==> config.mk <==
export PLATFORM = sky130hd
export DESIGN_NAME = neuronTop
export DESIGN_NICKNAME = d
export VERILOG_FILES = /design/src/hdl/floatPkg.sv /design/src/hdl/neuronPkg.sv /design/src/hdl/floatMult.sv /design/src/hdl/floatAdd.sv /design/src/hdl/dotLane.sv /design/src/hdl/neuronActivate.sv /design/src/hdl/neuronTop.sv
export SDC_FILE = /design/constraint.sdc
export NUM_CORES = 2
export LEC_CHECK = 0
export ABC_AREA = 1
export BUFFER_PORTS_ARGS = -buffer_cell sky130_fd_sc_hd__clkbuf_2
export CELL_PAD_IN_SITES_DETAIL_PLACEMENT = 0
export CELL_PAD_IN_SITES_GLOBAL_PLACEMENT = 1
export CORE_UTILIZATION = 45
export CTS_CLUSTER_DIAMETER = 80
export DETAILED_ROUTE_END_ITERATION = 8
export PLACE_DENSITY_LB_ADDON = 0.15
export SKIP_LAST_GASP = 1
export SLEW_MARGIN = 20
export SYNTH_ARGS = -nofsm -noshare
export SYNTH_HDL_FRONTEND = slang
export SYNTH_SLANG_ARGS = --single-unit
export TNS_END_PERCENT = 50
==> constraint.sdc <==
create_clock -name clk -period 32.9 [get_ports clk]
set_input_delay 6.58 -clock clk [delete_from_list [all_inputs] [get_ports clk]]
set_output_delay 6.58 -clock clk [all_outputs]
set_load 0.05 [all_outputs]
==> src/hdl/floatPkg.sv <==
`default_nettype none

package floatPkg;

	// ############################################################
	// Single-precision field layout

	localparam int expWidth = 8;
	localparam int fracWidth = 23;
	localparam int expBias = 127;
	localparam int expMax = 255;

	typedef logic [expWidth+fracWidth:0] float32;
	typedef logic [expWidth-1:0] floatExp;
	// Hidden bit included
	typedef logic [fracWidth:0] floatMant;

	typedef struct packed {
		logic sign;
		floatExp exp;
		floatMant mant;
	} floatParts;

	// ############################################################
	// Operand unpacking, denormals flush to zero

	function automatic floatParts toParts(input float32 w);
		floatParts u;
		u.sign = w[expWidth+fracWidth];
		u.exp = w[expWidth+fracWidth-1:fracWidth];
		u.mant = {1'b1, w[fracWidth-1:0]};
		if (u.exp == '0)
			u.mant = '0;
		return u;
	endfunction

endpackage

`default_nettype wire

==> src/hdl/neuronPkg.sv <==
`default_nettype none

package neuronPkg;

	// ############################################################
	// Neuron dimensions

	localparam int numInputs = 8;
	localparam int laneInputs = 4;

	// ############################################################
	// Fixed weights and bias

	localparam floatPkg::float32 weights [numInputs] = '{
		32'h3f00_0000,	// 0.5
		32'hbf80_0000,	// -1.0
		32'h4000_0000,	// 2.0
		32'h3e80_0000,	// 0.25
		32'hbf40_0000,	// -0.75
		32'h3fc0_0000,	// 1.5
		32'hc000_0000,	// -2.0
		32'h3f80_0000	// 1.0
	};

	localparam floatPkg::float32 bias = 32'h3f00_0000;

	// Element i sits at val[i]
	typedef struct packed {
		floatPkg::float32 [laneInputs-1:0] val;
	} laneVec;

	typedef struct packed {
		laneVec high;
		laneVec low;
	} neuronIn;

endpackage

`default_nettype wire

==> src/hdl/floatMult.sv <==
`timescale 1ns/1ps
`default_nettype none

module floatMult
(
	input wire floatPkg::float32 a,
	input wire floatPkg::float32 b,
	output floatPkg::float32 p
);

	floatPkg::floatParts opA;
	floatPkg::floatParts opB;
	floatPkg::floatParts res;
	logic [47:0] mantProd;
	logic signed [9:0] expSum;

	always_comb
	begin
		opA = floatPkg::toParts(a);
		opB = floatPkg::toParts(b);
		mantProd = opA.mant * opB.mant;
		expSum = 10'(opA.exp) + 10'(opB.exp) - 10'(floatPkg::expBias);
		res.sign = opA.sign ^ opB.sign;

		// Product lies in [1,4), so one shift at most
		if (mantProd[47])
		begin
			res.mant = mantProd[47:24];
			expSum = expSum + 10'sd1;
		end
		else
		begin
			res.mant = mantProd[46:23];
		end
		res.exp = expSum[7:0];

		if (opA.mant == '0 || opB.mant == '0 || expSum <= 0)
		begin
			p = '0;
		end
		else if (expSum >= floatPkg::expMax)
		begin
			// Saturate to signed infinity
			p = {res.sign, 8'hff, 23'd0};
		end
		else
		begin
			p = {res.sign, res.exp, res.mant[22:0]};
		end
	end

endmodule

`default_nettype wire

==> src/hdl/floatAdd.sv <==
`timescale 1ns/1ps
`default_nettype none

module floatAdd
(
	input wire floatPkg::float32 a,
	input wire floatPkg::float32 b,
	output floatPkg::float32 s
);

	floatPkg::floatParts opA;
	floatPkg::floatParts opB;
	floatPkg::floatParts big;
	floatPkg::floatParts smallOp;
	floatPkg::floatParts res;
	floatPkg::floatExp expDiff;
	logic [53:0] shifted;
	logic sticky;
	// Mantissa plus guard, round and sticky positions
	logic [26:0] alignMant;
	logic [27:0] mantSum;
	logic [26:0] normMant;
	logic [4:0] lz;
	logic signed [9:0] expNorm;

	function automatic logic [4:0] lzc(input logic [26:0] v);
		logic [4:0] n;
		n = 5'd27;
		for (int i = 0; i < 27; i++)
		begin
			if (v[i])
				n = 5'(26 - i);
		end
		return n;
	endfunction

	always_comb
	begin
		opA = floatPkg::toParts(a);
		opB = floatPkg::toParts(b);

		// Larger magnitude first
		if ({opA.exp, opA.mant} >= {opB.exp, opB.mant})
		begin
			big = opA;
			smallOp = opB;
		end
		else
		begin
			big = opB;
			smallOp = opA;
		end

		// ############################################################
		// Alignment of the smaller operand
		expDiff = big.exp - smallOp.exp;
		shifted = {smallOp.mant, 3'b000, 27'd0} >> expDiff;
		if (expDiff >= 8'd27)
			sticky = (smallOp.mant != '0);
		else
			sticky = (shifted[26:0] != '0);
		alignMant = shifted[53:27] | 27'(sticky);

		if (big.sign == smallOp.sign)
			mantSum = {1'b0, big.mant, 3'b000} + {1'b0, alignMant};
		else
			mantSum = {1'b0, big.mant, 3'b000} - {1'b0, alignMant};

		// ############################################################
		// Normalization with the low bits dropped
		lz = lzc(mantSum[26:0]);
		if (mantSum[27])
		begin
			normMant = mantSum[27:1];
			expNorm = 10'(big.exp) + 10'sd1;
		end
		else
		begin
			normMant = mantSum[26:0] << lz;
			expNorm = 10'(big.exp) - 10'(lz);
		end

		res.sign = big.sign;
		res.exp = expNorm[7:0];
		res.mant = normMant[26:3];

		// Exact cancellation ends up here as positive zero
		if (mantSum == '0 || expNorm <= 0)
		begin
			s = '0;
		end
		else if (expNorm >= floatPkg::expMax)
		begin
			s = {res.sign, 8'hff, 23'd0};
		end
		else
		begin
			s = {res.sign, res.exp, res.mant[22:0]};
		end
	end

endmodule

`default_nettype wire

==> src/hdl/dotLane.sv <==
`timescale 1ns/1ps
`default_nettype none

module dotLane
#(
	parameter int laneIndex = 0
)
(
	input wire clk,
	input wire rst,
	input wire inVld,
	input wire neuronPkg::laneVec inVec,
	output floatPkg::float32 sum,
	output logic sumVld
);

	floatPkg::float32 prodComb [neuronPkg::laneInputs];
	floatPkg::float32 prodReg [neuronPkg::laneInputs];
	floatPkg::float32 pairComb [2];
	floatPkg::float32 pairReg [2];
	floatPkg::float32 sumComb;
	logic [2:0] vldPipe;

	// ############################################################
	// Products against this lane's slice of the weight table

	for (genvar i = 0; i < neuronPkg::laneInputs; i++)
	begin : gMult
		floatMult floatMult_i
		(
			.a(inVec.val[i]),
			.b(neuronPkg::weights[laneIndex*neuronPkg::laneInputs+i]),
			.p(prodComb[i])
		);
	end

	// ############################################################
	// Two-level adder tree

	for (genvar j = 0; j < 2; j++)
	begin : gPair
		floatAdd pairAdd_i
		(
			.a(prodReg[2*j]),
			.b(prodReg[2*j+1]),
			.s(pairComb[j])
		);
	end

	floatAdd finalAdd_i
	(
		.a(pairReg[0]),
		.b(pairReg[1]),
		.s(sumComb)
	);

	always_ff @(posedge clk)
	begin
		prodReg <= prodComb;
		pairReg <= pairComb;
		sum <= sumComb;
	end

	// Valid follows the three data stages
	always_ff @(posedge clk)
	begin
		if (rst)
			vldPipe <= '0;
		else
			vldPipe <= {vldPipe[1:0], inVld};
	end

	assign sumVld = vldPipe[2];

endmodule

`default_nettype wire

==> src/hdl/neuronActivate.sv <==
`timescale 1ns/1ps
`default_nettype none

module neuronActivate
(
	input wire clk,
	input wire rst,
	input wire sumVld,
	input wire floatPkg::float32 sumLow,
	input wire floatPkg::float32 sumHigh,
	output logic outVld,
	output floatPkg::float32 outData
);

	floatPkg::float32 laneSum;
	floatPkg::float32 biasSum;

	// Lane sums, then bias, in one cycle
	floatAdd laneAdd_i
	(
		.a(sumLow),
		.b(sumHigh),
		.s(laneSum)
	);

	floatAdd biasAdd_i
	(
		.a(laneSum),
		.b(neuronPkg::bias),
		.s(biasSum)
	);

	// ############################################################
	// ReLU and output register

	always_ff @(posedge clk)
	begin
		if (biasSum[31])
			outData <= '0;
		else
			outData <= biasSum;
	end

	always_ff @(posedge clk)
	begin
		if (rst)
			outVld <= 1'b0;
		else
			outVld <= sumVld;
	end

endmodule

`default_nettype wire

==> src/hdl/neuronTop.sv <==
`timescale 1ns/1ps
`default_nettype none

module neuronTop
(
	input wire clk,
	input wire rst,
	input wire inVld,
	input wire neuronPkg::neuronIn inData,
	output logic outVld,
	output floatPkg::float32 outData
);

	floatPkg::float32 lowSum;
	floatPkg::float32 highSum;
	logic lowSumVld;

	// Weights 0 to 3
	dotLane
	#(
		.laneIndex(0)
	)
	lowLane_i
	(
		.clk(clk),
		.rst(rst),
		.inVld(inVld),
		.inVec(inData.low),
		.sum(lowSum),
		.sumVld(lowSumVld)
	);

	// Weights 4 to 7, strobe matches the low lane
	dotLane
	#(
		.laneIndex(1)
	)
	highLane_i
	(
		.clk(clk),
		.rst(rst),
		.inVld(inVld),
		.inVec(inData.high),
		.sum(highSum),
		.sumVld()
	);

	neuronActivate neuronActivate_i
	(
		.clk(clk),
		.rst(rst),
		.sumVld(lowSumVld),
		.sumLow(lowSum),
		.sumHigh(highSum),
		.outVld(outVld),
		.outData(outData)
	);

endmodule

`default_nettype wire

# [Word level (Yosys, flattened, before mapping)]
# Cells that the tools add are included.
[word_totals] latchBits=0 ram_bits=0 memories=0 elab_cells=572 out_inout_bits=33 mem_bits_ro=0 regBits=484
[op_classes] add_sub_neg=58 reduce_logical=87 div_mod_pow=0 n_mul=2 n_eq_ne=8 n_shift=16 n_bitwise=11 order_cmp=48 muxes=309
[ops] op="two-way mux 5 bit" count=208
[ops] op="two-way mux 24 bit" count=23
[ops] op="two-way mux 33 bit" count=16
[ops] op="two-way mux 31 bit" count=16
[ops] op="right shift 54 x 8 -> 54 bit" count=8
[ops] op="adder 27 x 27 -> 28 bit" count=8
[ops] op=">= comparator 32 bit" count=7
[ops] op="zero test 28 bit" count=8
[ops] op="two-way mux 28 bit" count=8
[ops] op="subtractor 27 x 27 -> 28 bit" count=8
[ops] op="bitwise OR 27 x 1 -> 27 bit" count=8
[ops] op="nonzero test 27 bit" count=8
[ops] op="<< shifter 27 x 5 -> 26 bit" count=8
[ops] op="two-way mux 26 bit" count=8
[ops] op="zero test 24 bit" count=8
[ops] op="nonzero test 24 bit" count=8
[ops] op="zero test 8 bit" count=23
[ops] op=">= comparator 10 x 9 -> 1 bit, second input constant" count=16
[ops] op="less-or-equal comparator 10 x 1 -> 1 bit, second input constant" count=16
[ops] op="two-way mux 10 bit" count=10
[ops] op="subtractor 9 x 7 -> 10 bit, second input constant" count=8
[ops] op="adder 8 x 1 -> 9 bit, second input constant" count=8
[ops] op="subtractor 8 x 5 -> 9 bit" count=8
[ops] op=">= comparator 8 x 5 -> 1 bit, second input constant" count=8
[ops] op="14 further kinds" count=84

# [Logic depth before layout (Yosys ltp)]
[logic_depth] word_depth=87 mapped_depth=160 ltp_nobuf=153

# [Modules after synthesis]
# A second synthesis with hierarchy kept.
[unflattened] cells_unflattened=36264 hier_area_um2=244911.1
[by_module_without_submodules] module="floatMult (highLane_i.gMult[0].floatMult_i ...)" area_per_inst_um2=20114.3 instances=6 cells_each=2669 seq_area_each_um2=0.0
[by_module_without_submodules] module="floatAdd (highLane_i.finalAdd_i ...)" area_per_inst_um2=9160.0 instances=6 cells_each=1790 seq_area_each_um2=0.0
[by_module_without_submodules] module="floatMult (lowLane_i.gMult[3].floatMult_i)" area_per_inst_um2=20302.0 instances=1 cells_each=2684 seq_area_each_um2=0.0
[by_module_without_submodules] module="floatMult (lowLane_i.gMult[2].floatMult_i)" area_per_inst_um2=20241.9 instances=1 cells_each=2671 seq_area_each_um2=0.0
[by_module_without_submodules] module="floatAdd (neuronActivate_i.laneAdd_i)" area_per_inst_um2=9514.1 instances=1 cells_each=1818 seq_area_each_um2=0.0
[by_module_without_submodules] module="dotLane" area_per_inst_um2=4574.4 instances=2 cells_each=235 seq_area_each_um2=4544.4
[by_module_without_submodules] module="floatAdd (highLane_i.gPair[0].pairAdd_i)" area_per_inst_um2=9128.8 instances=1 cells_each=1765 seq_area_each_um2=0.0
[by_module_without_submodules] module="neuronActivate" area_per_inst_um2=929.6 instances=1 cells_each=102 seq_area_each_um2=640.6

# [Worst setup path before layout]
# No wires, ideal clock.
[synth_timing] path_kind="flip-flop to flip-flop" start="reg lowLane_i.sum[28]" end="reg neuronActivate_i.outData[10]" period_less_slack_ns=17.321 t_arrival_ns=17.251 stages_incl_launch_ff=138 t_required_ns=32.830 path_slack_ns=15.579 path_cell_list="dfxtp_1 > nor4_1 > and2_1 > clkbuf_1 > clkbuf_1 > nor2_1 > ha_1 > nand2_1 > inv_1 > o21bai_1 > nand3_1 > a21oi_4 > nand2_4 > nand2_1 > nand3_1 > ha_1 > a21o_1 > xor2_1 > (+102 left out) > buf_2 > clkbuf_1 > ha_1 > inv_1 > o21ai_0 > a21oi_1 > nand3_1 > o21ai_0 > xor2_1 > inv_1 > nand2_1 > nor3_1 > a21oi_1 > inv_1 > nor2_1 > inv_1 > buf_2 > a21oi_1"
[synth_between] elab_chain_len=87
[synth_lines] element="from (decl)" line="dotLane.sv:13" text="output floatPkg::float32 sum,"
[synth_lines] element="from (signal assigned)" line="dotLane.sv:61" text="sum <= sumComb;"
[synth_lines] element="zero test 8 bit" line="floatPkg.sv:32" text="if (u.exp == '0)"
[synth_lines] element="two-way mux 24 bit" line="floatPkg.sv:32"
[synth_lines] element=">= comparator 32 bit" line="floatAdd.sv:43" text="if ({opA.exp, opA.mant} >= {opB.exp, opB.mant})"
[synth_lines] element="two-way mux 33 bit" line="floatAdd.sv:43"
[synth_lines] element="subtractor 8 bit" line="floatAdd.sv:56" text="expDiff = big.exp - smallOp.exp;"
[synth_lines] element="right shift 54 x 8 -> 54 bit" line="floatAdd.sv:57" text="shifted = {smallOp.mant, 3'b000, 27'd0} >> expDiff;"
[synth_lines] element="nonzero test 27 bit" line="floatAdd.sv:61" text="sticky = (shifted[26:0] != '0);"
[synth_lines] element="two-way mux 1 bit" line="floatAdd.sv:58" text="if (expDiff >= 8'd27)"
[synth_lines] element="(+46 left out)"
[synth_lines] element="two-way mux 1 bit" line="floatAdd.sv:31" text="if (v[i])"
[synth_lines] element="two-way mux 5 bit (26 in a row)" line="floatAdd.sv:31"
[synth_lines] element="subtractor 8 x 5 -> 9 bit" line="floatAdd.sv:80" text="expNorm = 10'(big.exp) - 10'(lz);"
[synth_lines] element="two-way mux 10 bit" line="floatAdd.sv:72" text="if (mantSum[27])"
[synth_lines] element="less-or-equal comparator 10 x 1 -> 1 bit" line="floatAdd.sv:88" text="if (mantSum == '0 || expNorm <= 0)"
[synth_lines] element="logical OR 1 bit" line="floatAdd.sv:88"
[synth_lines] element="two-way mux 32 bit" line="floatAdd.sv:88"
[synth_lines] element="OR reduction 3 bit (no line)"
[synth_lines] element="to (signal assigned)" line="neuronActivate.sv:41" text="outData <= biasSum;"
[synth_lines] element="to (decl)" line="neuronActivate.sv:12" text="output floatPkg::float32 outData"
# Mark *: on every way between the ends. The rest lies on a longest branch, timed or not.
# A chain may end at the register's enable or synchronous reset.

# [Final worst setup path]
[layout_timing] start="reg lowLane_i.sum[28]" end="reg neuronActivate_i.outData[14]"
# The elaborated chain is that of the path after synthesis.

==> impl_results.md <==
* Result of the run: completed
* Width of the die at 418 um
* Worst Hold Depth at 2
* Worst setup slack after layout at 8.53 ns
* Total Die Area at 0.175 mm2
* Remaining number of nets flagged by the antenna check after routing at 0
* Number of input and output port buffers inserted at 290
* Vias in the first global route at 81400
* Sink count of the clock tree at 483
* Layout cells sized above 1 at 4.60%
* Antenna violations before repair at 2
* WL/cell at 17.1 um
* Setup WS pre-CTS at 9.33 ns
* Main synth FF type: dfxtp_1
* Post-detailed-routing wire length at 276 mm
* Setup Fix Bufs, Post-CTS at 0
* Critical Setup Path Class: reg -> reg
* Syn Inst Count at 13900
* Fill count at 18900
* Portion of the post-synthesis area used by sequential elements at 12.4%
* Storage cell area at 0.00967 mm2
* Maximum number of pins on one net before global-route repair at 80
* Endpoint required time on the critical path at 33.50 ns
* Final period demand of the worst path at 24.37 ns
* Cell taking the most area after synthesis: nand2_1
* Dominant cells by area after synthesis: nand2_1 18%, dfxtp_1 12%, ha_1 12%
* Drt drc at 0
* Category of the worst setup path capture point: register
* Count of routing violations after the opening detailed-route iteration at 8620
* Layout-stage area growth over the synthesis result at 6.03%
* Mean number of vias per cell at 5.56
* Synth unique cells at 79
* Die Height at 418 um
* # hold bufs at CTS at 0
* Number of CTS-inserted buffers at 57
* Worst Reg2Reg Path Length in Cells at 130
* Relative max-transition margin at 27.0%
* Number of warning messages in the yosys log at 0
* Total negative slack for setup checks at 0 ns
* Via total after detailed routing at 89600
* Total count of max-transition violations in the final report at 0
* Asr flop ratio synth at 0%
* Count of state elements after synthesis at 483
* CTS tree: built
* Number of instances resized during post-cts repair at 0
* CTS H-Tree Depth at 2
* Clock latency at the later pin of the worst-skew pair at 0.66 ns
* Number of max-cap violations at 0
* Delay of the slowest cell on the worst path at 0.83 ns
* DPL Wire Length at 231 mm
* First-pass GRT wire length at 437 mm
* CP max-delay cell: and2_1
* Top-count cell post-synth: nand2_1
* Routability congestion estimate at 0.982
* Final hold violations at 0
* Antenna diode instance count at 0
* Total setup violations reported at the end of the flow at 0
* Post-layout net count at 14800
* CP max FO at 74
* Std cell rows at 152
* Length of the first detailed-routing pass in iterations at 6
* Total routing resource utilization after global routing at 30.3%
* Footprint of the multi-input gates at 0.0584 mm2
* Worst Hold Class: reg -> reg
* Post-Syn Area per Cell at 5.58 um2
* Number of enable flip-flop cells after synthesis at 0
* Top-area cell type share of the netlist area at 18.4%
* Post-route clock skew at 0.0259 ns
* Max Root-Sink Buffers at 3
* Data arrival time of the critical path at 24.97 ns
* Cell at the root of the clock tree: clkbuf_16
* Placeable core area at 0.172 mm2
* Initial Util at 45.3%
* Post-synth top cells: 3816 x nand2_1, 1876 x inv_1, 1430 x o21ai_0
* Highest Clock Rate at 41.0 MHz
* Startpoint type of the worst setup path: register
* Total standard cell area after synthesis at 0.0778 mm2
* Worst-Margin Slew at 1.08 ns
* Total grt overflow at 0
* Final period utilization at 74.1%
* RSZ-0062 raised after global routing: false
* Clock edge transition at the registers on the reported setup and hold paths at 0.06 ns
* Number of primary I/O pins at 292
## layout make-up
type,count,area share [%]
tap,2310,3.50
timing repair buffer,377,2.55
inverter,1944,8.85
sequential,483,11.7
clock inverter,37,0.699
multi-input combinational,10900,70.8
clock buffer,67,1.86
## routing by layer
layer	global-route usage, %	up-vias	part of all wire (%)
li1	-	45400	-
met1	43.7	41000	49
met2	48.0	2785	43
met3	2.85	318	5.7
met4	7.01	2	2.4
met5	0	-	0.0047
## critical path, delay by kind of cell, from the launching register on
| family | cells | cell delay, ns |
|---|---|---|
| DFF | 1 | 0.35 |
| AOI/OAI and AO/OA | 41 | 8.07 |
| and+or+nand+nor | 51 | 7.21 |
| xor gates and xnor gates | 6 | 1.16 |
| buffers and inverters | 25 | 4.95 |
| adders and majority gates | 7 | 2.49 |
## path summary, 6_finish.rpt
kind / start / end / slack, ns
max: lowLane_i.sum[28] / neuronActivate_i.outData[14] / 8.53
min: lowLane_i.vldPipe[2] / neuronActivate_i.outVld / 0.40
min reg2reg: lowLane_i.vldPipe[2] / neuronActivate_i.outVld / 0.40
max reg2reg: lowLane_i.sum[28] / neuronActivate_i.outData[14] / 8.53
## sequential cells by signal (all words and copies together) (netlist names)
signal / flops
lowLane_i.pairReg: 64
neuronActivate_i.outData: 31
lowLane_i.vldPipe: 3
highLane_i.prodReg: 128
highLane_i.sum: 32
lowLane_i.sum: 32
neuronActivate_i.outVld: 1
highLane_i.pairReg: 64
lowLane_i.prodReg: 128
## kinds of logic after synthesis
family,count (synthesis),synth area share (%)
and+or+nand+nor,6681,35.6
adders and majority gates,769,12.5
buffers and inverters,2556,12.6
DFF,483,12.4
AOI/OAI and AO/OA,3039,22.1
other,2,0.00965
muxes,68,0.875
xor gates and xnor gates,341,3.88
## placed cells by master, fill, tap and decap left out, types with 116 or more instances in the layout
cell type | Yosys | layout
a21oi_1 | 798 | 797
clkbuf_2 | 0 | 290
dfxtp_1 | 483 | 483
ha_1 | 751 | 751
inv_1 | 1876 | 1874
nand2_1 | 3816 | 3816
nand3_1 | 1001 | 995
nand4_1 | 232 | 232
nor2_1 | 1313 | 1311
nor3_1 | 116 | 116
o21ai_0 | 1430 | 1430
xor2_1 | 302 | 299
## per-stage QoR
step	util, %	hold WS, ns	instance area (um2)	instances
floorplan	-	0.388	77800	13900
global placement	46.8	0.392	80400	16000
detailed placement	46.8	0.398	80400	16000
CTS	48.0	0.406	82500	16100
global route	48.0	0.414	82500	16100
finish	48.0	0.402	82500	16100
Power is not shown: default switching activity piles up to over one toggle a cycle in this logic, so the estimate is an artifact.
